==> config.mk <==
export PLATFORM = sky130hd
export DESIGN_NAME = alu
export DESIGN_NICKNAME = d
export VERILOG_FILES = /design/src/riscv_isa_pkg.sv /design/src/alu.sv
export VERILOG_INCLUDE_DIRS = /design/src
export SDC_FILE = /design/constraint.sdc
export NUM_CORES = 1
export LEC_CHECK = 0
export BUFFER_PORTS_ARGS = -buffer_cell sky130_fd_sc_hd__buf_2
export CAP_MARGIN = 20
export CORE_MARGIN = 2
export CORE_UTILIZATION = 64
export DETAILED_ROUTE_END_ITERATION = 16
export GPL_TIMING_DRIVEN = 0
export PLACE_DENSITY = 0.95
export SYNTH_ARGS = -nofsm -noshare
export SYNTH_HDL_FRONTEND = slang
export SYNTH_SLANG_ARGS = --single-unit
==> constraint.sdc <==
create_clock -name vclk -period 6.31
set_input_delay 0.631 -clock vclk [all_inputs]
set_output_delay 0.631 -clock vclk [all_outputs]
set_load 0.01 [all_outputs]
==> src/riscv_config.svh <==
`ifndef RISCV_CONFIG_SVH
`define RISCV_CONFIG_SVH

// datapath and register file
`define RISCV_XLEN 32
`define RISCV_NREGS 32
`define RISCV_REG_AW 5

// word-addressed memories
`define RISCV_IMEM_WORDS 64
`define RISCV_IMEM_AW 6
`define RISCV_DMEM_WORDS 64
`define RISCV_DMEM_AW 6

`endif

==> src/riscv_isa_pkg.sv <==
`default_nettype none

package riscv_isa_pkg;

    // major opcodes of the supported subset
    typedef enum logic [6:0] {
        OP     = 7'b0110011,
        OP_IMM = 7'b0010011,
        LOAD   = 7'b0000011,
        STORE  = 7'b0100011,
        BRANCH = 7'b1100011
    } opcode_e;

    typedef enum logic [2:0] {
        ADD = 3'd0,
        SUB = 3'd1,
        AND = 3'd2,
        OR  = 3'd3,
        SLT = 3'd4
    } alu_op_e;

    // decoded control, carried down the pipe
    typedef struct packed {
        logic    regwrite;
        logic    memread;
        logic    memwrite;
        logic    memtoreg;
        logic    alusrc;
        logic    branch;
        alu_op_e alu_op;
    } ctrl_t;

endpackage

`default_nettype wire

==> src/alu.sv <==
`timescale 1ns/1ps
`default_nettype none

`include "riscv_config.svh"

module alu (
    input  riscv_isa_pkg::alu_op_e     op,
    input  logic [`RISCV_XLEN-1:0]     a,
    input  logic [`RISCV_XLEN-1:0]     b,
    output logic [`RISCV_XLEN-1:0]     result
);
    import riscv_isa_pkg::*;

    always_comb begin
        case (op)
            ADD:     result = a + b;
            SUB:     result = a - b;
            AND:     result = a & b;
            OR:      result = a | b;
            // signed compare
            SLT:     result = {{(`RISCV_XLEN-1){1'b0}}, $signed(a) < $signed(b)};
            default: result = '0;
        endcase
    end

endmodule

`default_nettype wire

==> results.cfg <==
[final_layout]
drive_above_1_share_pct = 13.79
n_sequential_cell = 0
n_antenna_cell = 0
nNetsFinal = 1017
fill_cells = 651
final_cell_count_no_fill = 940
nClkBuffers = 0
syn_to_final_growth_pct = 12.74
multi_input_area_sq_mm = 0.004295
final_common_cell = ha_1
layout_common_cells = 105 x ha_1, 103 x buf_2, 91 x inv_1, 83 x nor2_1, 69 x a21oi_1
regArea_sq_um = 0

[drt]
via_count = 6071
drt_pass1_iterations = 7
drcViolationCount = 0
drt-initial-drc-count = 674
wl_um = 16690
via_per_inst = 6.459
wl_per_cell_um = 17.75
ant_nets = 0

[synth]
ys_warn_count = 0
syn_inst = 743
synth_fp_nets = 917
synthesis.area_sq_mm = 0.004821
avgSynthCellArea_sq_um = 6.488
synth_cell_types = 66
yosysSeqAreaShare_pct = 0

[floorplan]
rows = 31
die_h_um = 90.79
die_w_um = 90.79
start_util_pct = 66.11
core_sq_mm = 0.007292
pin_count = 99
die_area_sq_mm = 0.008243

[sta]
hold_slack_ns = 1.852
max_slew_margin_pct = 49.96
period_needed_ns = 4.556
worst_slack_ns = 1.754
timing.final.max_slew_violations = 0
worst_pin_slew_ns = 0.7506
period_share_pct = 72.20
final-setup-viol-count = 0
rsz0062_at_grt = false
tns_ns = 0
fmaxAchievable_ghz = 0.2195
finalHoldViolations = 0

[min_path]
hold_class = in2out

[setup_path]
critPathBufInv = 5
critPathMaxFanout = 8
required_ns = 5.68
path_class = in2out
crit_chain = buf_2, inv_1, ha_1, clkbuf_1, inv_1, o31ai_1, nand3_1, a211oi_1, nor2_1, o211ai_1, a311o_1, a21oi_1, or3_1, buf_2
timing.critical_path.slowest_stage_cell = a211oi_1
crit_arrival_ns = 3.92
cpLargestDelayFamily = compound AO/OA/AOI/OAI gates
worstSetupEndpointType = primary output
max_stage_delay_ns = 0.60
cp-start-kind = primary input

[place]
dp_slack_ns = 1.925
place.port_buffers = 98
place.gp.congestion = 1.042
dp_cells = 940
dp_hpwl_um = 13190

[power_and_ir_drop]
pwr_density_cell_mw_per_mm2 = 90.53
leakagePower_nw = 2.810
ir_drop_mv = 0.04736

[grt]
grt_pass1_wl_um = 26850
grt-ovfl-total = 0
grt_usage_pct = 38.47
antenna_found_initial = 0
grt_max_degree = 11
grt_pass1_vias = 5663

[job]
maxCapViolCount = 0

[cts]
cts_hold_buf = 0
cts_setup_buffers = 0
ctsResizeCount = 0

[outcome]
outcome = finished, final reports clean
## tightest hold or removal path: stages
cell,delay [ns]
buf_2,0.09
ha_1,0.13
o21ai_0,0.07
o22ai_1,0.14
buf_2,0.16
## through the flow
stage / instance area [sq um] / power, mW / util [%]
2_1_floorplan: 4821 / 0.3287 / -
3_3_place_gp: 5435 / 0.4584 / 74.54
3_5_place_dp: 5435 / 0.4710 / 74.54
4_1_cts: 5435 / 0.4743 / 74.54
5_1_grt: 5435 / 0.5330 / 74.54
6_report: 5435 / 0.4921 / 74.54
## logic make-up (layout without fill, tap and decap cells)
kind of cell | count (synthesis) | count (layout) | share of synthesized area (%)
XOR/XNOR | 22 | 22 | 3.997
AND/OR/NAND/NOR | 218 | 218 | 20.89
adder cells (fa/ha/maj) | 107 | 107 | 28.08
multiplexers | 7 | 7 | 1.505
buffers and inverters | 135 | 233 | 10.90
AO/OA/AOI/OAI | 254 | 254 | 34.62
## worst paths after layout
path                  startpoint         end  slack, ns  cells after the start
worst max-delay path        a[6]  result[28]       1.75                     14
worst min-delay path       b[31]  result[31]       1.85                      5
## layout make-up
type                       count  area share (%)
buffer                        43           3.315
inverter                      92           6.354
multi-input combinational    608           79.03
tap                           99           2.279
timing repair buffer          98           9.024
## per-layer routing
layer / routed length (um) / up-vias / track usage [%]
met5: 0 / - / 0
li1: - / 2801 / -
met4: 903 / 0 / 18.43
met2: 7632 / 467 / 66.23
met3: 1837 / 107 / 2.337
met1: 6316 / 2696 / 48.72
## synth_stat cells (3+ instances only)
cell type,number,share of area (%)
nor2_1,83,6.5
nand2b_1,8,1.0
o22ai_1,7,0.91
buf_2,5,0.52
nand3_1,12,1.2
a211oi_1,22,3.4
or3_1,10,1.3
nand2_1,51,4.0
o31ai_1,6,0.93
ha_1,105,27
a2111oi_0,3,0.55
o21bai_1,16,2.5
o211ai_1,13,2.0
a21o_1,20,3.1
a31oi_1,12,1.6
o211a_1,3,0.62
mux2i_1,5,1.0
nor3_1,16,1.7
or2_2,3,0.39
a21oi_1,69,7.2
nor2b_1,14,1.8
xnor2_1,16,2.9
clkbuf_1,28,2.2
a22oi_1,3,0.47
inv_1,91,7.1
a311o_1,3,0.62
xor2_1,6,1.1
o21ai_1,5,0.52
and2_1,3,0.39
and3_1,3,0.39
o21a_1,4,0.62
o21ai_0,41,4.3
buf_1,7,0.55
nand4_1,6,0.78
## power breakdown
| group | switching [mW] | total (mW) | internal [mW] |
|---|---|---|---|
| registers | 0 | 0 | 0 |
| clock network | 0 | 0 | 0 |
| logic | 0.304 | 0.492 | 0.188 |
No activity file was read; power rests on OpenSTA's default activity.
