**config.mk**
```make
export PLATFORM = sky130hd
export DESIGN_NAME = main_control
export DESIGN_NICKNAME = d
export VERILOG_FILES = /design/src/riscv_isa_pkg.sv /design/src/main_control.sv
export SDC_FILE = /design/constraint.sdc
export NUM_CORES = 1
export LEC_CHECK = 0
export BUFFER_PORTS_ARGS = -buffer_cell sky130_fd_sc_hd__buf_2
export CORE_AREA = 2 2 39 41
export DETAILED_ROUTE_END_ITERATION = 10
export DIE_AREA = 0 0 41 43
export PLACE_DENSITY = 0.61
export SETUP_SLACK_MARGIN = 0.02
export SYNTH_ARGS = -nofsm -noshare
export SYNTH_HDL_FRONTEND = slang
export SYNTH_SLANG_ARGS = --single-unit
```
**constraint.sdc**
```tcl
create_clock -name vclk -period 1.3
set_clock_uncertainty 0.1 [all_clocks]
set_input_delay 0.13 -clock vclk [all_inputs]
set_output_delay 0.13 -clock vclk [all_outputs]
set_load 0.03 [all_outputs]
```
**src/riscv_isa_pkg.sv**
```systemverilog
`default_nettype none

package riscv_isa_pkg;

    // major opcodes of the supported subset
    typedef enum logic [6:0] {
        OP     = 7'b0110011,
        OP_IMM = 7'b0010011,
        LOAD   = 7'b0000011,
        STORE  = 7'b0100011,
        BRANCH = 7'b1100011
    } opcode_e;

    typedef enum logic [2:0] {
        ADD = 3'd0,
        SUB = 3'd1,
        AND = 3'd2,
        OR  = 3'd3,
        SLT = 3'd4
    } alu_op_e;

    // decoded control, carried down the pipe
    typedef struct packed {
        logic    regwrite;
        logic    memread;
        logic    memwrite;
        logic    memtoreg;
        logic    alusrc;
        logic    branch;
        alu_op_e alu_op;
    } ctrl_t;

endpackage

`default_nettype wire

```
**src/main_control.sv**
```systemverilog
`timescale 1ns/1ps
`default_nettype none

module main_control (
    input  logic [31:0]           instr,
    output riscv_isa_pkg::ctrl_t  ctrl
);
    import riscv_isa_pkg::*;

    opcode_e    opcode;
    logic [2:0] funct3;
    logic       funct7_5;

    // funct3 to alu op; sub only for register-register
    function automatic alu_op_e decode_alu(input logic [2:0] f3, input logic sub_sel);
        case (f3)
            3'b000:  return sub_sel ? SUB : ADD;
            3'b010:  return SLT;
            3'b110:  return OR;
            3'b111:  return AND;
            default: return ADD;
        endcase
    endfunction

    assign opcode   = opcode_e'(instr[6:0]);
    assign funct3   = instr[14:12];
    assign funct7_5 = instr[30];

    always_comb begin
        ctrl = '0;
        case (opcode)
            OP: begin
                ctrl.regwrite = 1'b1;
                ctrl.alu_op   = decode_alu(funct3, funct7_5);
            end
            OP_IMM: begin
                ctrl.regwrite = 1'b1;
                ctrl.alusrc   = 1'b1;
                ctrl.alu_op   = decode_alu(funct3, 1'b0);
            end
            LOAD: begin
                ctrl.regwrite = 1'b1;
                ctrl.memread  = 1'b1;
                ctrl.memtoreg = 1'b1;
                ctrl.alusrc   = 1'b1;
                ctrl.alu_op   = ADD;
            end
            STORE: begin
                ctrl.memwrite = 1'b1;
                ctrl.alusrc   = 1'b1;
                ctrl.alu_op   = ADD;
            end
            BRANCH: begin
                ctrl.branch = 1'b1;
                ctrl.alu_op = SUB;
            end
            default: ;
        endcase
    end

endmodule

`default_nettype wire

```
==> out/results.tsv <==
stage	metric	value	unit
critical_path	Top cell by count, worst path	buf_6	
logic_synthesis	Mapped Cells	21	
cells_and_area	synth-to-layout area growth	179	%
floorplanning	initial core utilization	0.0958	
global_route	initial antenna violation count	0	
floorplanning	total core area	1380	um^2
cells_and_area	Post-layout nets	79	
logic_synthesis	Synth warnings	0	
logic_synthesis	sequential fraction of the synthesis area	0	
logic_synthesis	syn nets	53	
timing	fin. max-slew vios	0	
global_route	global-route usage over all layers	0.0550	
logic_synthesis	count leader, synth	nand2_1	
global_route	vias in the first global route	201	
cells_and_area	share of layout cells above drive strength 1	0.756	
floorplanning	FP Rows	14	
logic_synthesis	Yosys top cell area share	0.113	
logic_synthesis	leading area contributor after synthesis	nand2_1	
timing	setup violators final	1	
job	max_cap viols	0	
run_status	status	finished, violations left	
timing	Rel. slew slack	0.841	
placement	gpl congestion	0.625	
placement	Post-DP HPWL	464	um
critical_path	CP Cell Sequence	buf_6 -> or3b_1 -> a211oi_2 -> o311a_1 -> buf_6	
routing	DR iter-0 viols	1	
worst_hold_path	worst hold path type	input port to output port	
routing	vias per cell	3.98	
cells_and_area	FF+latch area	0	um^2
routing	DRC	0	
power_and_ir_drop	pwr dens	186	nW/um^2
global_route	first-pass GRT wire length	738	um
placement	cell area after placement	292	um^2
timing	RSZ-0062 raised after global routing	true	
critical_path	WS Path Type	input port to output port	
critical_path	critical path fanouts, max	2	
logic_synthesis	synth cell count leaders	nand2_1, nor2_1, nor3_1, nor4_1	
logic_synthesis	Synth Area per Inst	6.32	um^2
power_and_ir_drop	Max VDD drop	0.0751	mV
global_route	total grt overflow	0	
critical_path	Worst setup SP type	input port	
run_status	violated checks	negative setup slack	
logic_synthesis	distinct cell type count after synthesis	15	
critical_path	required time worst endpoint	1.07	ns
critical_path	slowest stage delay, CP	0.39	ns
cells_and_area	diode count	0	
cells_and_area	# clk buffers	0	
timing	Tmin final	1.39	ns
timing	Post-Route Setup TNS	-0.0850	ns
timing	achievable frequency	722	MHz
timing	setup ws final	-0.0850	ns
cells_and_area	FF+latch count	0	
floorplanning	I/O pins	41	
routing	drt wl/cell	8.64	um
placement	dpl ws	-0.111	ns
routing	DR pass1 iterations	2	
placement	port buffer count	20	
worst_hold_path	hold_sp	instr[12]	
timing	Final Hold Vio Count	0	
global_route	pin count of the biggest net entering global routing	7	
routing	WL final	527	um
worst_hold_path	hold depth	3	
power_and_ir_drop	Lkg Pwr	0.000186	uW
logic_synthesis	Mapped Area	133	um^2
worst_hold_path	Hold EP	ctrl[2]	
floorplanning	die height	43	um
critical_path	Data arrival, critical path	1.16	ns
logic_synthesis	largest cells by area after synthesis	nand2_1, a211oi_2, and4bb_2	
critical_path	crit end category	output port	
floorplanning	die area	1760	um^2
cells_and_area	fin area	370	um^2
critical_path	Crit-path slowest cell	or3b_1	
timing	worst slew pin tran	0.237	ns
routing	Final ANT Viol Nets	0	
routing	vias after detailed routing	243	
floorplanning	Die W	41	um
timing	fin crit share	1.07	
## area by class of cell
cell class / count / area, um^2
fill: 159 / 1010
inverter: 1 / 3.75
multi-input combinational: 19 / 158
tap: 16 / 20.0
timing repair buffer: 25 / 189
## placed cells by master (no fill, tap or decap), types with 4 or more instances in the layout
cell type  count
nand2_1        4
buf_6          7
buf_4          8
buf_2         10
## routing by layer
layer / share of wire / global-route usage / vias up
met3: 0.11 / 0 / 0
met2: 0.46 / 0.0906 / 14
met5: 0 / 0 / -
met4: 0 / 0 / 0
met1: 0.43 / 0.0825 / 102
li1: - / - / 127
## report_power, final
group	internal (uW)	switching [uW]
clock network	0	0
logic	37.3	31.7
registers	0	0
total	37.3	31.7
## how the worst max path moves through the flow
stage / from / end / slack, ns
global placement: instr[14] / ctrl[0] / -0.12
floorplan: instr[2] / ctrl[7] / -0.21
CTS: instr[14] / ctrl[0] / -0.07
global route: instr[14] / ctrl[0] / -0.1
finish: instr[14] / ctrl[0] / -0.09
detailed placement: instr[14] / ctrl[0] / -0.11
## per-stage QoR
| step | instances | util | hold WS, ns | total power [uW] |
|---|---|---|---|---|
| after floorplan | 21 | - | 0.230 | 20.9 |
| after global placement | 60 | 0.211 | 0.491 | 54.6 |
| after detailed placement | 60 | 0.211 | 0.499 | 55.8 |
| after CTS | 61 | 0.259 | 0.493 | 67.6 |
| after global routing | 61 | 0.268 | 0.503 | 75.1 |
| final | 61 | 0.268 | 0.488 | 69.0 |
## worst max-delay path, delay by kind of cell
family                 cells  cell delay, ns
AO/OA/AOI/OAI              2            0.41
buffers and inverters      2            0.22
AND/OR/NAND/NOR            1            0.39
## cell families after synthesis
kind of cell,synth area share
and+or+nand+nor,0.708
AOI/OAI and AO/OA,0.207
buffers and inverters,0.0849
## timing repair
item,in CTS,in global routing
hold buffers,0,0
pin swaps,1,1
endpoints found under the setup margin,7,7
setup buffers,1,0
gates resized for setup,14,6
(Power assumes the default switching activity.)
