--- src/riscv_config.svh ---
`ifndef RISCV_CONFIG_SVH
`define RISCV_CONFIG_SVH

// datapath and register file
`define RISCV_XLEN 32
`define RISCV_NREGS 32
`define RISCV_REG_AW 5

// word-addressed memories
`define RISCV_IMEM_WORDS 64
`define RISCV_IMEM_AW 6
`define RISCV_DMEM_WORDS 64
`define RISCV_DMEM_AW 6

`endif

--- src/register_file.sv ---
`timescale 1ns/1ps
`default_nettype none

`include "riscv_config.svh"

module register_file (
    input  logic                      clk,
    input  logic                      reset,
    input  logic [`RISCV_REG_AW-1:0]  rs1,
    input  logic [`RISCV_REG_AW-1:0]  rs2,
    output logic [`RISCV_XLEN-1:0]    rs1_data,
    output logic [`RISCV_XLEN-1:0]    rs2_data,
    input  logic                      we,
    input  logic [`RISCV_REG_AW-1:0]  rd,
    input  logic [`RISCV_XLEN-1:0]    wd
);

    logic [`RISCV_XLEN-1:0] regs [`RISCV_NREGS];

    always_ff @(posedge clk) begin
        if (reset) begin
            for (int i = 0; i < `RISCV_NREGS; i++) begin
                regs[i] <= '0;
            end
        end else if (we && rd != '0) begin
            regs[rd] <= wd;
        end
    end

    // x0 reads zero, a same-cycle write is bypassed
    assign rs1_data = (rs1 == '0) ? '0 : (we && rd == rs1) ? wd : regs[rs1];
    assign rs2_data = (rs2 == '0) ? '0 : (we && rd == rs2) ? wd : regs[rs2];

endmodule

`default_nettype wire

--- config.mk ---
export PLATFORM = sky130hd
export DESIGN_NAME = register_file
export DESIGN_NICKNAME = d
export VERILOG_FILES = /design/src/register_file.sv
export VERILOG_INCLUDE_DIRS = /design/src
export SDC_FILE = /design/constraint.sdc
export NUM_CORES = 2
export LEC_CHECK = 0
export BUFFER_PORTS_ARGS = -buffer_cell sky130_fd_sc_hd__buf_2
export CELL_PAD_IN_SITES_DETAIL_PLACEMENT = 0
export CELL_PAD_IN_SITES_GLOBAL_PLACEMENT = 2
export CORE_ASPECT_RATIO = 0.7
export CORE_MARGIN = 2
export CORE_UTILIZATION = 45
export DETAILED_ROUTE_END_ITERATION = 6
export GPL_TIMING_DRIVEN = 0
export PLACE_DENSITY_LB_ADDON = 0.08
export SETUP_SLACK_MARGIN = 0.4
export SYNTH_ARGS = -nofsm -noshare
export SYNTH_HDL_FRONTEND = slang
export SYNTH_SLANG_ARGS = --single-unit
--- constraint.sdc ---
create_clock -name clk -period 8.3 [get_ports clk]
set_input_delay 1.66 -clock clk [delete_from_list [all_inputs] [get_ports clk]]
set_output_delay 1.66 -clock clk [all_outputs]
set_load 0.01 [all_outputs]
==> impl_metrics.yaml <==
sta:
  worstMarginPinSlew_ns: 1.594
  slew_viol_final: 45
  slew_headroom_pct: -6.276
  fmax_mhz: 126.3
  fin_crit_sh_pct: 95.38
  hold_viol: 0
  rsz0062_at_grt: "false"
  tns_ns: 0
  finalCriticalPeriod_ns: 7.916
  setup_slack_ns: 0.3835
  setup_viol: 0
pwr:
  p_int_mw: 9.337
  p_switching_mw: 3.508
  power_density_nw_per_um2: 210.6
  p_seq_share_pct: 47.7
  vdd_drop_max_v: 0.0001530
  p_leak_nw: 21.37
  p_clk_share_pct: 38.4
  switching_share_pct: 27.31
  combinationalPowerShare_pct: 13.9
yosys:
  netlist_area_um2: 54720
  synth_top_family_by_area: "multiplexers"
  async_flop_share_pct: 0
  synth_seq_cells: 1024
  yosysWarnings: 0
  synth.most_common_cell: "edfxtp_1"
  synth_xor_area_share_pct: 0.1601
  synth_simple_gate_area_share_pct: 12.75
  synth_area_per_cell_um2: 14.63
  yosysTopAreaCell: "edfxtp_1"
  yosysTopAreaCellShare_pct: 56.19
  seq_area_frac_synth_pct: 56.19
  yosys-top-cells-count: "edfxtp_1, and2_1, mux4_2"
  synth_edf_count: 1024
  synth_mux_area_share_pct: 21.21
  ys.flop_type: "edfxtp_1"
  synthesis.instances: 3740
  synthAdderAreaFrac_pct: 0
  synth_compound_area_share_pct: 6.452
  yosysUniqueCellTypes: 50
  synthTopCellsByArea: "edfxtp_1, mux4_2, and2_1, mux2i_1, clkbuf_1"
critical_path:
  cpMaxStageDelayCell: "a2111oi_0"
  start_kind: "primary input"
  cp_slowest_stage_delay_ns: 1.14
  cp_max_fo: 10
  cp_data_arrival_time_ns: 6.26
  path_common_cell: "buf_2"
  cp_data_required_time_ns: 6.64
  endpoint_kind: "output pin"
  path_class: "in2out"
  crit_chain: "buf_2 -> buf_2 -> nand3b_1 -> clkbuf_1 -> clkbuf_2 -> o22ai_1 -> a2111oi_0 -> a21oi_1 -> a22o_1 -> buf_2"
placed_design:
  placed_cells: 5521
  pre_cts_ws_ns: 0.3262
  port_buffers: 102
  place_area_um2: 57570
  hpwlAfterDp_um: 174800
  place.gp.congestion: 1.027
finish:
  largest_register_ffs: 1024
  seqCellArea_um2: 30750
  num-fill-cells: 10453
  layout-drive-gt1-share_pct: 20.37
  largest_registers: "regs (1024)"
  top_register: "regs"
  num-nets-final: 4048
  fin_cells: 5722
  multi_input_area_um2: 22340
  design_area_um2: 61000
  area_growth_pct: 11.47
clock_network:
  clock_path_buffers: 3
  cts_setup_buffers: 0
  htreeDepth: 3
  cts_tree: "built"
  cts_hold_buffers: 0
  ctsResizeCount: 1
  clk_pin_slew_worst_paths_ns: 0.06
  clock-sinks: 1024
  cts-root-buf: "clkbuf_16"
  cts_buffers: 108
global_routing:
  grt_usage_pct: 39.05
  grt_pass1_wl_um: 319100
  grt_antenna_before_repair: 9
  grt_max_degree: 33
  grt-ovfl-total: 0
  grt_pass1_vias: 35740
drt:
  num_vias: 38121
  vias_per_cell: 6.662
  avgRoutedWirePerCell_um: 42.56
  wl_um: 243500
  drc: 0
  dr.pass1.iters: 6
  ant_nets: 0
  first_iter_violations: 5886
die:
  start_util_pct: 45.17
  ioPinCount: 114
  num_rows: 107
  core_area_um2: 121200
  die_height_um: 295.8
  die_width_um: 420.8
  dieArea_um2: 124500
flow_run:
  cap_viol_max_count: 5
outcome:
  violations: "max-capacitance violations, max-slew violations"
  status: "finished with violations"
hold_path:
  hold_path.class: "in2reg"
[metrics by stage]
step                power [mW]  utilization, %  hold WS [ns]
CTS                      12.75           50.31         1.349
global route             13.02           50.33         1.366
global placement         7.938           47.37         2.098
finish                   12.85           50.35         1.378
floorplan                7.114               -         1.858
detailed placement       7.963           47.51         2.108
[critical path: cells and delay by family]
kind | cells | cell delay (ns)
and+or+nand+nor | 1 | 0.17
buffers and inverters | 5 | 2.44
AOI/OAI and AO/OA | 4 | 1.91
[path summary, 6_finish.rpt]
check | start | end | slack [ns] | cells past startpoint
hold / removal | wd[24] | regs[5][24] | 1.38 | 2
setup / recovery | rs2[3] | rs2_data[29] | 0.38 | 10
[kinds of logic (layout without fill, tap and decap cells)]
| group | count (synthesis) | count (layout) |
|---|---|---|
| XOR/XNOR | 10 | 10 |
| other | 1 | 40 |
| multiplexers | 674 | 674 |
| flip-flops | 1024 | 1024 |
| AND/OR/NAND/NOR | 1146 | 1146 |
| AO/OA/AOI/OAI | 469 | 469 |
| buffers and inverters | 416 | 724 |
[layout make-up]
class,instances,area share [%]
tap,1635,3.354
antenna,8,0.03282
clock buffer,136,4.707
sequential,1024,50.41
multi-input combinational,2331,36.62
clock inverter,55,0.8533
buffer,414,2.931
inverter,2,0.01231
timing repair buffer,117,1.079
[power by group through the flow]
stage / registers, mW / logic (mW) / clock network [mW]
after floorplan: 6.16 / 0.951 / 0
after global placement: 6.21 / 1.72 / 0
after detailed placement: 6.23 / 1.74 / 0
after CTS: 6.12 / 1.74 / 4.89
after global routing: 6.15 / 1.80 / 5.07
final: 6.13 / 1.79 / 4.93
[metal layers]
metal / vias up / wire [um] / track usage [%]
li1: 14974 / - / -
met1: 19947 / 99780 / 56.32
met2: 2724 / 99200 / 53.53
met3: 462 / 30200 / 11.81
met4: 14 / 14270 / 19.13
met5: - / 90 / 0
[cell usage in the layout (no fill, tap or decap), types with 5 or more instances in the layout]
master and instances:
conb_1 32, a31oi_1 7, a221o_1 13, clkinv_2 23, a2111oi_0 9, buf_2 180
mux2_2 5, a22o_1 55, o21ai_0 9, o221ai_1 42, a32oi_1 9, nor2_1 43
nand3b_1 5, a211oi_1 7, mux2i_1 281, clkbuf_16 111, buf_1 13, o221a_2 18
mux4_2 388, nand2_1 35, clkinv_1 17, buf_4 22, and2_1 994, o22ai_1 41
nor2b_1 6, nand3_1 12, a2111oi_1 15, or2_2 33, bufinv_16 10, buf_6 5
xnor2_1 10, clkbuf_2 20, a22oi_1 133, clkdlybuf4s18_2 5, o211ai_1 10, diode_2 8
edfxtp_1 1024, clkbuf_1 308, a21oi_1 78
(Power assumes the default switching activity.)
