### src/riscv_config.svh
`ifndef RISCV_CONFIG_SVH
`define RISCV_CONFIG_SVH

// datapath and register file
`define RISCV_XLEN 32
`define RISCV_NREGS 32
`define RISCV_REG_AW 5

// word-addressed memories
`define RISCV_IMEM_WORDS 64
`define RISCV_IMEM_AW 6
`define RISCV_DMEM_WORDS 64
`define RISCV_DMEM_AW 6

`endif

### src/riscv_isa_pkg.sv
`default_nettype none

package riscv_isa_pkg;

    // major opcodes of the supported subset
    typedef enum logic [6:0] {
        OP     = 7'b0110011,
        OP_IMM = 7'b0010011,
        LOAD   = 7'b0000011,
        STORE  = 7'b0100011,
        BRANCH = 7'b1100011
    } opcode_e;

    typedef enum logic [2:0] {
        ADD = 3'd0,
        SUB = 3'd1,
        AND = 3'd2,
        OR  = 3'd3,
        SLT = 3'd4
    } alu_op_e;

    // decoded control, carried down the pipe
    typedef struct packed {
        logic    regwrite;
        logic    memread;
        logic    memwrite;
        logic    memtoreg;
        logic    alusrc;
        logic    branch;
        alu_op_e alu_op;
    } ctrl_t;

endpackage

`default_nettype wire

### src/riscv_pipe_pkg.sv
`default_nettype none

`include "riscv_config.svh"

package riscv_pipe_pkg;

    // operand source for alu and branch compare
    typedef enum logic [1:0] {
        FWD_REG   = 2'd0,
        FWD_EXMEM = 2'd1,
        FWD_MEMWB = 2'd2
    } fwd_sel_e;

    typedef struct packed {
        logic                    valid;
        logic [`RISCV_XLEN-1:0]  pc;
        logic [`RISCV_XLEN-1:0]  instr;
    } if_id_t;

    typedef struct packed {
        logic                      valid;
        riscv_isa_pkg::ctrl_t      ctrl;
        logic [`RISCV_REG_AW-1:0]  rs1;
        logic [`RISCV_REG_AW-1:0]  rs2;
        logic [`RISCV_REG_AW-1:0]  rd;
        logic [`RISCV_XLEN-1:0]    rs1_val;
        logic [`RISCV_XLEN-1:0]    rs2_val;
        logic [`RISCV_XLEN-1:0]    imm;
    } id_ex_t;

    typedef struct packed {
        logic                      valid;
        riscv_isa_pkg::ctrl_t      ctrl;
        logic [`RISCV_REG_AW-1:0]  rd;
        logic [`RISCV_XLEN-1:0]    alu_result;
        logic [`RISCV_XLEN-1:0]    store_data;
    } ex_mem_t;

    // only the write-back controls survive to this stage
    typedef struct packed {
        logic                      valid;
        logic                      regwrite;
        logic                      memtoreg;
        logic [`RISCV_REG_AW-1:0]  rd;
        logic [`RISCV_XLEN-1:0]    alu_result;
        logic [`RISCV_XLEN-1:0]    load_data;
    } mem_wb_t;

endpackage

`default_nettype wire

### src/hazard_detection_unit.sv
`timescale 1ns/1ps
`default_nettype none

`include "riscv_config.svh"

module hazard_detection_unit (
    input  logic [`RISCV_REG_AW-1:0]  id_rs1,
    input  logic [`RISCV_REG_AW-1:0]  id_rs2,
    input  logic                      id_is_branch,
    input  logic                      branch_equal,
    input  riscv_pipe_pkg::id_ex_t    id_ex,
    input  riscv_pipe_pkg::ex_mem_t   ex_mem,
    output logic                      stall,
    output logic                      flush
);

    logic load_use;
    logic branch_dep_ex;
    logic branch_dep_mem;

    function automatic logic reads(input logic [`RISCV_REG_AW-1:0] rd,
                                   input logic [`RISCV_REG_AW-1:0] rs1,
                                   input logic [`RISCV_REG_AW-1:0] rs2);
        return rd != '0 && (rd == rs1 || rd == rs2);
    endfunction

    assign load_use = id_ex.valid && id_ex.ctrl.memread && reads(id_ex.rd, id_rs1, id_rs2);

    // compare in decode needs its operands one stage earlier than the alu
    assign branch_dep_ex = id_is_branch && id_ex.valid && id_ex.ctrl.regwrite &&
                           reads(id_ex.rd, id_rs1, id_rs2);
    assign branch_dep_mem = id_is_branch && ex_mem.valid && ex_mem.ctrl.memread &&
                            reads(ex_mem.rd, id_rs1, id_rs2);

    assign stall = load_use || branch_dep_ex || branch_dep_mem;
    assign flush = id_is_branch && branch_equal && !stall;

endmodule

`default_nettype wire

### config.mk
export PLATFORM = sky130hd
export DESIGN_NAME = hazard_detection_unit
export DESIGN_NICKNAME = d
export VERILOG_FILES = /design/src/riscv_isa_pkg.sv /design/src/riscv_pipe_pkg.sv /design/src/hazard_detection_unit.sv
export VERILOG_INCLUDE_DIRS = /design/src
export SDC_FILE = /design/constraint.sdc
export NUM_CORES = 1
export LEC_CHECK = 0
export BUFFER_PORTS_ARGS = -buffer_cell sky130_fd_sc_hd__buf_2
export CAP_MARGIN = 20
export CORE_AREA = 2 2 82 84
export DETAILED_ROUTE_END_ITERATION = 7
export DIE_AREA = 0 0 84 86
export GPL_ROUTABILITY_DRIVEN = 0
export SLEW_MARGIN = 10
export SYNTH_ARGS = -nofsm -noshare
export SYNTH_HDL_FRONTEND = slang
export SYNTH_SLANG_ARGS = --single-unit
export TNS_END_PERCENT = 100
### constraint.sdc
create_clock -name vclk -period 1
set_input_delay 0.05 -clock vclk [all_inputs]
set_output_delay 0.05 -clock vclk [all_outputs]
set_load 0.1 [all_outputs]
==> results of run 1 <==
[cell usage after synthesis]
cell type	number	area (um^2)
or4_1	1	7.51
a22oi_1	2	15.0
and2_1	1	6.26
nor2_1	4	15.0
o211ai_2	1	12.5
nor3_1	4	20.0
or4_4	1	11.3
o221a_1	1	11.3
a21o_1	1	7.51
xor2_1	20	175
o2111ai_2	1	15.0
o22ai_1	1	6.26
[layout make-up]
class,count,share of cell area
multi-input cells,38,0.526
repair buffers,35,0.337
well taps,77,0.137
[through the flow]
step,setup TNS (ps),utilization,instance area [um^2],std cells
floorplan,-455,-,340,38
global placement,-879,0.101,634,149
detailed placement,-903,0.101,634,149
CTS,-760,0.108,676,150
global route,-740,0.112,702,150
finish,-692,0.112,702,150
[where the power goes]
part / leakage, nW / total, W / internal (W) / switching, W
Clock: 0 / 0 / 0 / 0
Sequential: 0 / 0 / 0 / 0
Combinational: 0.285 / 0.000291 / 0.000139 / 0.000152
[final timing paths]
| path | startpoint | endpoint | depth (start not counted) |
|---|---|---|---|
| max | id_ex[99] | flush | 5 |
| min | ex_mem[76] | stall | 4 |
[layer usage]
layer / global-route usage / vias to the layer above
met4: 0 / 0
met5: 0 / -
met2: 0.0575 / 22
li1: - / 208
met1: 0.0481 / 173
met3: 0.00192 / 0
[worst max-delay path, delay by kind of cell]
kind	cells	cell delay, ps
and+or+nand+nor	1	550
AOI/OAI and AO/OA	2	460
buffers and inverters	2	290
[cells by family (layout without fill, tap and decap cells)]
logic type	after synthesis	count (layout)	share of synthesized area
compound gates	7	7	0.223
xor+xnor	20	20	0.579
buf+inv	0	35	0
simple gates	11	11	0.198
[timing repair]
action	4_1_cts	5_1_grt
endpoints found under the setup margin	2	2
resized for setup	8	5
pin swaps	2	2
setup buffers	1	0
==> results.sh, run 1 <==
export IMPL_status="finished with violations"
export IMPL_violations="setup timing"
export IMPL_grt_ovfl_total=0
export IMPL_cp_start_kind="input port"
export IMPL_die_area_um2=7220
export IMPL_worstPathArrival_ps=1350
export IMPL_drc=0
export IMPL_multi_input_area_um2=369
export IMPL_die_h_um=86
export IMPL_grt_pass1_vias=408
export IMPL_end_kind="output port"
export IMPL_fin_crit_sh=1.40
export IMPL_holdCritPathClass="in2out"
export IMPL_drtIter0Drc=3
export IMPL_tightest_slew_ps=278
export IMPL_finalHoldViolCount=0
export IMPL_period_minus_slack_ps=1400
export IMPL_ys_seq_area_frac=0
export IMPL_crit_chain="buf_2 > or4_4 > o211ai_4 > o221a_4 > buf_12"
export IMPL_std_cell_rows=29
export IMPL_track_usage=0.0331
export IMPL_ctsHoldBuffers=0
export IMPL_n_antenna_cell=0
export IMPL_finalPower_w=0.000291
export IMPL_cpMaxStageDelayCell="or4_4"
export IMPL_ir_worst_vdd_mv=0.167
export IMPL_regArea_um2=0
export IMPL_synth_nets=250
export IMPL_area_growth_pct=132
export IMPL_wl_met2_um=571
export IMPL_cap_violations=0
export IMPL_path_class="in2out"
export IMPL_hpwl_um=1180
export IMPL_rsz0062_at_grt="yes"
export IMPL_initial_core_util=0.0482
export IMPL_synth_area_um2=303
export IMPL_crit_fanout=3
export IMPL_antenna_found_initial=0
export IMPL_timing_max_slew_rel_slack=0.815
export IMPL_ant_nets=0
export IMPL_nClkBuffers=0
export IMPL_synthDistinctLibCells=12
export IMPL_wl_met1_um=617
export IMPL_maxSlewViolCount=0
export IMPL_holdWs_ps=542
export IMPL_core_um2=6280
export IMPL_finalSetupViolCount=2
export IMPL_synth_avg_cell_area_um2=7.97
export IMPL_most_common_layout_cells="buf_2, xor2_1, buf_4"
export IMPL_design_seq_count=0
export IMPL_grt_pass1_wl_um=1930
export IMPL_final_common_cell="buf_2"
export IMPL_via_count=403
export IMPL_drt_pass1_iterations=3
export IMPL_layout_drive_gt1_share=0.616
export IMPL_via_per_inst=2.69
export IMPL_p_leak_nw=0.285
export IMPL_pre_cts_ws_ps=-452
export IMPL_port_buffers=29
export IMPL_top_layer="met3"
export IMPL_ys_warn_count=0
export IMPL_wl_per_cell_um=8.51
export IMPL_finalWirelength_um=1280
export IMPL_fmax_mhz=713
export IMPL_timing_final_ws_setup_ps=-403
export IMPL_die_w_um=84
export IMPL_ios=214
export IMPL_fillers=724
export IMPL_crit_required_ps=950
export IMPL_wl_met3_um=87
export IMPL_synthCells=38
export IMPL_slowest_delay_ps=550
export IMPL_nets=287
export IMPL_p_per_area_nw_per_um2=414
export IMPL_grt_start_max_net_pins=4
Note: power is estimated with default switching activity, not from simulation.
==> inputs of run 2 (changes only) <==
Settings changed: REMOVE_ABC_BUFFERS set to 1.
==> results.sh, run 2 (same netlist as run 1, synthesis figures left out) <==
export IMPL_wl_per_cell_um=8.87
export IMPL_cp_start_kind="input port"
export IMPL_crit_fanout=2
export IMPL_port_buffers=29
export IMPL_die_w_um=84
export IMPL_initial_core_util=0.0482
export IMPL_track_usage=0.0337
export IMPL_holdCritPathClass="in2out"
export IMPL_grt_start_max_net_pins=4
export IMPL_rsz0062_at_grt="yes"
export IMPL_fin_crit_sh=1.37
export IMPL_slowest_delay_ps=550
export IMPL_drtIter0Drc=4
export IMPL_design_seq_count=0
export IMPL_hp_start="ex_mem[76]"
export IMPL_status="finished with violations"
export IMPL_grt_ovfl_total=0
export IMPL_finalSetupViolCount=2
export IMPL_die_area_um2=7220
export IMPL_n_antenna_cell=0
export IMPL_crit_start="id_ex[96]"
export IMPL_grt_pass1_vias=410
export IMPL_placed_area_um2=634
export IMPL_via_per_inst=2.73
export IMPL_maxSlewViolCount=0
export IMPL_end_kind="output port"
export IMPL_period_minus_slack_ps=1370
export IMPL_tns_ps=-658
export IMPL_nClkBuffers=0
export IMPL_antenna_found_initial=0
export IMPL_pre_cts_ws_ps=-455
export IMPL_std_cell_rows=29
export IMPL_tightest_slew_ps=224
export IMPL_most_common_layout_cells="buf_2, xor2_1, buf_4"
export IMPL_violations="setup timing"
export IMPL_via_count=415
export IMPL_ir_worst_vdd_mv=0.145
export IMPL_timing_max_slew_rel_slack=0.851
export IMPL_finalPower_w=0.000299
export IMPL_holdPathEnd="stall"
export IMPL_final_area_um2=728
export IMPL_core_um2=6280
export IMPL_fmax_mhz=728
export IMPL_p_leak_nw=0.301
export IMPL_ant_nets=0
export IMPL_drt_pass1_iterations=4
export IMPL_regArea_um2=0
export IMPL_fin_cells=152
export IMPL_holdPathStages=4
export IMPL_cpMaxStageDelayCell="or4_4"
export IMPL_hpwl_um=1230
export IMPL_finalWirelength_um=1350
export IMPL_crit_chain="buf_6 > or4_4 > o211ai_4 > o221a_4 > buf_12"
export IMPL_crit_required_ps=950
export IMPL_worstPathArrival_ps=1320
export IMPL_drc=0
export IMPL_area_growth_pct=140
export IMPL_ios=214
export IMPL_layout_drive_gt1_share=0.653
export IMPL_die_h_um=86
export IMPL_dp_cells=152
export IMPL_timing_final_ws_setup_ps=-374
export IMPL_ctsHoldBuffers=0
export IMPL_path_class="in2out"
export IMPL_nets=289
export IMPL_cap_violations=0
export IMPL_final_common_cell="buf_2"
export IMPL_finalHoldViolCount=0
export IMPL_p_per_area_nw_per_um2=411
export IMPL_grt_pass1_wl_um=1970
## run 2: changes by cell type in the layout (fill, tap and decap cells not counted)
cell,previous run,this run
o22ai_2,0,1
buf_6,1,4
buf_4,6,8
o22ai_4,1,0
buf_8,1,0
buf_2,25,23
nor3_2,2,4
nor3_1,2,0
## run 2: per-layer routing
layer  track usage  wire (um)
met2        0.0618        690
met5             0          0
met4             0         27
met1        0.0457        519
met3       0.00289        110
## run 2: final cells by class
| cell class | instances | area (um^2) |
|---|---|---|
| fillers | 717 | 5550 |
| multi-input cells | 38 | 372 |
| repair buffers | 37 | 260 |
| well taps | 77 | 96.3 |
## run 2: how the worst max path moves through the flow
stage | cells after the start | endpoint
floorplan | 4 | stall
global placement | 5 | flush
detailed placement | 5 | flush
CTS | 5 | flush
global route | 5 | flush
finish | 5 | flush
## run 2: timing repair
item,CTS,global route
pin swaps,2,4
setup endpoints to repair,2,2
endpoints found under the hold margin,0,0
buffers inserted,0,0
gates resized for setup,3,12
## run 2: where the power goes
part | internal [W] | switching [W] | total [W]
Clock | 0 | 0 | 0
Combinational | 0.000147 | 0.000152 | 0.000299
Sequential | 0 | 0 | 0
## run 2: worst max-delay path, delay by kind of cell
family	cells	cell delay, ps
AND/OR/NAND/NOR	1	550
AO/OA/AOI/OAI	2	460
buffers and inverters	2	260
## run 2: stage by stage
stage,util,hold WS (ps)
2_1_floorplan,-,653
3_3_place_gp,0.101,588
3_5_place_dp,0.101,590
4_1_cts,0.105,593
5_1_grt,0.116,588
6_report,0.116,563
