`src/riscv_config.svh`:
```
`ifndef RISCV_CONFIG_SVH
`define RISCV_CONFIG_SVH

// datapath and register file
`define RISCV_XLEN 32
`define RISCV_NREGS 32
`define RISCV_REG_AW 5

// word-addressed memories
`define RISCV_IMEM_WORDS 64
`define RISCV_IMEM_AW 6
`define RISCV_DMEM_WORDS 64
`define RISCV_DMEM_AW 6

`endif

```
`src/riscv_isa_pkg.sv`:
```
`default_nettype none

package riscv_isa_pkg;

    // major opcodes of the supported subset
    typedef enum logic [6:0] {
        OP     = 7'b0110011,
        OP_IMM = 7'b0010011,
        LOAD   = 7'b0000011,
        STORE  = 7'b0100011,
        BRANCH = 7'b1100011
    } opcode_e;

    typedef enum logic [2:0] {
        ADD = 3'd0,
        SUB = 3'd1,
        AND = 3'd2,
        OR  = 3'd3,
        SLT = 3'd4
    } alu_op_e;

    // decoded control, carried down the pipe
    typedef struct packed {
        logic    regwrite;
        logic    memread;
        logic    memwrite;
        logic    memtoreg;
        logic    alusrc;
        logic    branch;
        alu_op_e alu_op;
    } ctrl_t;

endpackage

`default_nettype wire

```
`src/riscv_pipe_pkg.sv`:
```
`default_nettype none

`include "riscv_config.svh"

package riscv_pipe_pkg;

    // operand source for alu and branch compare
    typedef enum logic [1:0] {
        FWD_REG   = 2'd0,
        FWD_EXMEM = 2'd1,
        FWD_MEMWB = 2'd2
    } fwd_sel_e;

    typedef struct packed {
        logic                    valid;
        logic [`RISCV_XLEN-1:0]  pc;
        logic [`RISCV_XLEN-1:0]  instr;
    } if_id_t;

    typedef struct packed {
        logic                      valid;
        riscv_isa_pkg::ctrl_t      ctrl;
        logic [`RISCV_REG_AW-1:0]  rs1;
        logic [`RISCV_REG_AW-1:0]  rs2;
        logic [`RISCV_REG_AW-1:0]  rd;
        logic [`RISCV_XLEN-1:0]    rs1_val;
        logic [`RISCV_XLEN-1:0]    rs2_val;
        logic [`RISCV_XLEN-1:0]    imm;
    } id_ex_t;

    typedef struct packed {
        logic                      valid;
        riscv_isa_pkg::ctrl_t      ctrl;
        logic [`RISCV_REG_AW-1:0]  rd;
        logic [`RISCV_XLEN-1:0]    alu_result;
        logic [`RISCV_XLEN-1:0]    store_data;
    } ex_mem_t;

    // only the write-back controls survive to this stage
    typedef struct packed {
        logic                      valid;
        logic                      regwrite;
        logic                      memtoreg;
        logic [`RISCV_REG_AW-1:0]  rd;
        logic [`RISCV_XLEN-1:0]    alu_result;
        logic [`RISCV_XLEN-1:0]    load_data;
    } mem_wb_t;

endpackage

`default_nettype wire

```
`src/forwarding_unit.sv`:
```
`timescale 1ns/1ps
`default_nettype none

`include "riscv_config.svh"

module forwarding_unit (
    input  logic [`RISCV_REG_AW-1:0]   ex_rs1,
    input  logic [`RISCV_REG_AW-1:0]   ex_rs2,
    input  logic [`RISCV_REG_AW-1:0]   id_rs1,
    input  logic [`RISCV_REG_AW-1:0]   id_rs2,
    input  riscv_pipe_pkg::ex_mem_t    ex_mem,
    input  riscv_pipe_pkg::mem_wb_t    mem_wb,
    output riscv_pipe_pkg::fwd_sel_e   fwd_a,
    output riscv_pipe_pkg::fwd_sel_e   fwd_b,
    output riscv_pipe_pkg::fwd_sel_e   fwd_br_a,
    output riscv_pipe_pkg::fwd_sel_e   fwd_br_b
);
    import riscv_pipe_pkg::*;

    logic ex_mem_ok;
    logic mem_wb_ok;

    // loads in ex_mem have no data yet
    assign ex_mem_ok = ex_mem.valid && ex_mem.ctrl.regwrite && !ex_mem.ctrl.memread &&
                       ex_mem.rd != '0;
    assign mem_wb_ok = mem_wb.valid && mem_wb.regwrite && mem_wb.rd != '0;

    function automatic fwd_sel_e alu_src(input logic [`RISCV_REG_AW-1:0] rs);
        if (ex_mem_ok && ex_mem.rd == rs) return FWD_EXMEM;
        if (mem_wb_ok && mem_wb.rd == rs) return FWD_MEMWB;
        return FWD_REG;
    endfunction

    assign fwd_a = alu_src(ex_rs1);
    assign fwd_b = alu_src(ex_rs2);

    // mem_wb to decode goes through the register file bypass
    assign fwd_br_a = (ex_mem_ok && ex_mem.rd == id_rs1) ? FWD_EXMEM : FWD_REG;
    assign fwd_br_b = (ex_mem_ok && ex_mem.rd == id_rs2) ? FWD_EXMEM : FWD_REG;

endmodule

`default_nettype wire

```
`config.mk`:
```
export PLATFORM = sky130hd
export DESIGN_NAME = forwarding_unit
export DESIGN_NICKNAME = d
export VERILOG_FILES = /design/src/riscv_isa_pkg.sv /design/src/riscv_pipe_pkg.sv /design/src/forwarding_unit.sv
export VERILOG_INCLUDE_DIRS = /design/src
export SDC_FILE = /design/constraint.sdc
export NUM_CORES = 1
export LEC_CHECK = 0
export ABC_AREA = 1
export BUFFER_PORTS_ARGS = -buffer_cell sky130_fd_sc_hd__buf_2
export CAP_MARGIN = 0
export CORE_AREA = 5 5 66 68
export DETAILED_ROUTE_END_ITERATION = 7
export DIE_AREA = 0 0 71 73
export PLACE_DENSITY = 0.7
export SLEW_MARGIN = 20
export SYNTH_ARGS = -nofsm -noshare
export SYNTH_HDL_FRONTEND = slang
export SYNTH_SLANG_ARGS = --single-unit
```
`constraint.sdc`:
```
create_clock -name vclk -period 0.85
set_input_delay 0.0425 -clock vclk [all_inputs]
set_output_delay 0.0425 -clock vclk [all_outputs]
set_load 0.005 [all_outputs]
```
==> report_table.html <==
<table>
<tr><th>Metric</th><th>Value</th></tr>
<tr><th colspan="2">Run status</th></tr>
<tr><td>Result of the run</td><td>finished with violations</td></tr>
<tr><td>Failing checks</td><td>setup timing</td></tr>
<tr><th colspan="2">Routing</th></tr>
<tr><td>Highest metal layer used by the detailed router</td><td>met3</td></tr>
<tr><td>Detailed Routing Iterations Pass 1</td><td>4</td></tr>
<tr><td>Routed length on met1</td><td>880 um</td></tr>
<tr><td>Final wirelength</td><td>2052 um</td></tr>
<tr><td>Via density per instance</td><td>between 3 and 4</td></tr>
<tr><td>Detailed-route via count</td><td>722</td></tr>
<tr><td>Number of design rule violations left after detail routing</td><td>0</td></tr>
<tr><td>Met2 routed wirelength</td><td>983 um</td></tr>
<tr><td>Wire length on met3</td><td>187 um</td></tr>
<tr><td>Post-DR wirelength/cell</td><td>around 11 um</td></tr>
<tr><td>Detailed Route Iter0 Violations</td><td>11</td></tr>
<tr><td>Final ANT Viol Nets</td><td>0</td></tr>
<tr><th colspan="2">Power and ir drop</th></tr>
<tr><td>Power Total</td><td>0.0004232 W</td></tr>
<tr><td>Standby leakage power</td><td>0.4975 nW</td></tr>
<tr><td>Worst IR Drop VDD</td><td>roughly 0.00014 V</td></tr>
<tr><td>Pwr/cell area</td><td>~450 mW/mm2</td></tr>
<tr><th colspan="2">STA</th></tr>
<tr><td>Post-route setup slack</td><td>-58.61 ps</td></tr>
<tr><td>Unrepaired setup endpoints after global routing</td><td>true</td></tr>
<tr><td>Final count of hold timing violations</td><td>0</td></tr>
<tr><td>Pins Over Slew Limit</td><td>0</td></tr>
<tr><td>Total setup violations reported at the end of the flow</td><td>3</td></tr>
<tr><td>Final critical path time including I/O delays and setup</td><td>a little over 900 ps</td></tr>
<tr><td>Highest Clock Rate</td><td>roughly 1100 MHz</td></tr>
<tr><td>Final period utilization</td><td>106.9%</td></tr>
<tr><th colspan="2">Final layout</th></tr>
<tr><td>Clock buffer cells</td><td>0</td></tr>
<tr><td>Synthesis-to-finish area growth</td><td>71.33%</td></tr>
<tr><td>Layout sequential cell count</td><td>0</td></tr>
<tr><td>Final Non-Filler Cells</td><td>195</td></tr>
<tr><td>Final standard cell area without fillers</td><td>around 950 um2</td></tr>
<tr><td>Antenna fix cells</td><td>0</td></tr>
<tr><td>Area taken by flip-flops and latches</td><td>0 um2</td></tr>
<tr><td># nets final</td><td>318</td></tr>
<tr><td>Area used by multi-input combinational logic</td><td>535.5 um2</td></tr>
<tr><td>Layout cell share with drive strength beyond 1</td><td>44.14%</td></tr>
<tr><td>Fillcell total</td><td>455</td></tr>
<tr><th colspan="2">Global routing</th></tr>
<tr><td>Number of antenna violations at the first check in global routing</td><td>0</td></tr>
<tr><td>Pin count of the biggest net entering global routing</td><td>7</td></tr>
<tr><td>Wire length of the first global-routing pass</td><td>3298 um</td></tr>
<tr><td>Total grt overflow</td><td>0</td></tr>
<tr><td>Via count of the first global-routing pass</td><td>around 730</td></tr>
<tr><td>Combined global-route utilization of all metal layers</td><td>7.688%</td></tr>
<tr><th colspan="2">Synthesis</th></tr>
<tr><td>Warning count from the yosys run</td><td>0</td></tr>
<tr><td>Sequential cell area fraction in the yosys report</td><td>0%</td></tr>
<tr><td>Cell count after synthesis</td><td>107</td></tr>
<tr><td>Post-Syn Area</td><td>554.3 um2</td></tr>
<tr><td>Number of distinct standard cells referenced by the synthesized netlist</td><td>16</td></tr>
<tr><td>Post-synthesis average cell area</td><td>between 5 and 6 um2</td></tr>
<tr><th colspan="2">Place</th></tr>
<tr><td>Post-DP Area</td><td>787.0 um2</td></tr>
<tr><td>Port buffer count</td><td>41</td></tr>
<tr><td>Post-DP HPWL</td><td>1781 um</td></tr>
<tr><td>Cell Count Post-Placement</td><td>194</td></tr>
<tr><td>Weighted congestion at the end of routability-driven global placement</td><td>about 0.7</td></tr>
<tr><th colspan="2">Floorplanning</th></tr>
<tr><td>Area of the core region</td><td>0.003799 mm2</td></tr>
<tr><td>Effective utilization at floorplan</td><td>14.59%</td></tr>
<tr><td>Chip width</td><td>approximately 71 um</td></tr>
<tr><td>Area enclosed by the die boundary</td><td>~0.0052 mm2</td></tr>
<tr><td>Cell row count</td><td>23</td></tr>
<tr><td>Boundary pin count</td><td>179</td></tr>
<tr><td>Die height</td><td>73 um</td></tr>
<tr><th colspan="2">Worst setup path</th></tr>
<tr><td>Worst EP arrival</td><td>870 ps</td></tr>
<tr><td>Data required, critical path</td><td>just over 800 ps</td></tr>
<tr><td>Kind of capture point of the worst setup path</td><td>primary output</td></tr>
<tr><td>Maximum fanout count along the critical path</td><td>5</td></tr>
<tr><td>Classification of the worst setup path</td><td>input port to primary output</td></tr>
<tr><td>Startpoint types</td><td>input port</td></tr>
<tr><th colspan="2">CTS</th></tr>
<tr><td>Post-CTS Hold Buffers</td><td>0</td></tr>
<tr><th colspan="2">Worst hold path</th></tr>
<tr><td>Hold Path Class</td><td>input port to primary output</td></tr>
<tr><th colspan="2">Run</th></tr>
<tr><td>Reported max-cap violation count</td><td>0</td></tr>
</table>
## worst max-delay path, stage by stage
cell	delay, ps
sky130_fd_sc_hd__buf_12	110
sky130_fd_sc_hd__nor2_4	100
sky130_fd_sc_hd__nand3_2	90
sky130_fd_sc_hd__o21ai_4	240
sky130_fd_sc_hd__nor2_4	70
sky130_fd_sc_hd__nor2_2	80
sky130_fd_sc_hd__buf_2	120
## per-stage QoR
stage	hold slack [ps]	setup slack [ps]	TNS [ps]	utilization [%]
after floorplan	215.5	126.1	0	-
after global placement	443.8	-126.4	-482.2	20.72
after detailed placement	448.1	-114.9	-446.3	20.72
after CTS	452.8	-62.62	-144.4	23.48
after global routing	467.2	-102.1	-370.8	25.00
final	446.7	-58.61	-134.2	25.00
## area by class of cell
class	instances	area share (%)
Timing Repair Buffer	42	30.57
Inverter	15	6.456
Multi-Input combinational cell	88	56.39
Tap cell	50	6.588
## layout by cell type, fill, tap and decap left out, types with 3 or more instances in the layout
master	count
sky130_fd_sc_hd__nand2_1	38
sky130_fd_sc_hd__nor2_2	3
sky130_fd_sc_hd__nor2_4	4
sky130_fd_sc_hd__nand2_2	3
sky130_fd_sc_hd__inv_2	3
sky130_fd_sc_hd__nand3_1	3
sky130_fd_sc_hd__xnor2_1	12
sky130_fd_sc_hd__buf_2	32
sky130_fd_sc_hd__buf_6	4
sky130_fd_sc_hd__nor2_1	9
sky130_fd_sc_hd__xnor2_2	4
sky130_fd_sc_hd__inv_1	10
## synthesized netlist by cell type
cell / number / area [um2]
sky130_fd_sc_hd__nand3_1: 5 / 25.02
sky130_fd_sc_hd__xnor2_1: 16 / 140.1
sky130_fd_sc_hd__buf_6: 1 / 11.26
sky130_fd_sc_hd__buf_2: 1 / 5.000
sky130_fd_sc_hd__nand4_1: 2 / 12.51
sky130_fd_sc_hd__o21ai_4: 1 / 16.27
sky130_fd_sc_hd__nor3_1: 2 / 10.01
sky130_fd_sc_hd__nand3b_1: 1 / 7.510
sky130_fd_sc_hd__buf_4: 3 / 22.52
sky130_fd_sc_hd__inv_2: 2 / 7.510
sky130_fd_sc_hd__xor2_1: 2 / 17.52
sky130_fd_sc_hd__nand2_1: 41 / 153.9
sky130_fd_sc_hd__nor2_2: 5 / 31.28
sky130_fd_sc_hd__inv_1: 13 / 48.80
sky130_fd_sc_hd__conb_1: 1 / 3.750
sky130_fd_sc_hd__nor2_1: 11 / 41.29
## logic make-up (layout without fill, tap and decap cells)
| group | count (synthesis) | in the layout | synth area share [%] |
|---|---|---|---|
| compound gates | 1 | 1 | 2.935 |
| xor+xnor | 18 | 18 | 28.44 |
| buf+inv | 20 | 57 | 17.16 |
| other cells | 1 | 2 | 0.6766 |
| simple gates | 67 | 67 | 50.79 |
## report_power, final
group	switching, W	leakage [nW]	internal [W]
Sequential	0	0	0
Clock	0	0	0
Combinational	0.000203	0.497	0.000220
Total	0.000203	0.497	0.000220
## layer usage
metal / vias up / global-route usage [%]
li1: 388 / -
met1: 308 / 10.38
met2: 26 / 13.39
met3: 0 / 1.653
met4: 0 / 0
met5: - / 0
## timing repair
action,CTS,global route
setup endpoints to repair,6,6
pin swaps,10,9
hold endpoints to repair,0,0
buffers inserted,1,0
gates resized for setup,22,15
## final timing paths
| check | from | endpoint | slack (ps) | cells after the start |
|---|---|---|---|---|
| setup / recovery | ex_mem[65] | fwd_b[1] | -60 | 7 |
| hold / removal | id_rs2[2] | fwd_br_b[0] | 450 | 5 |
Power figures use the tool's default switching activity.
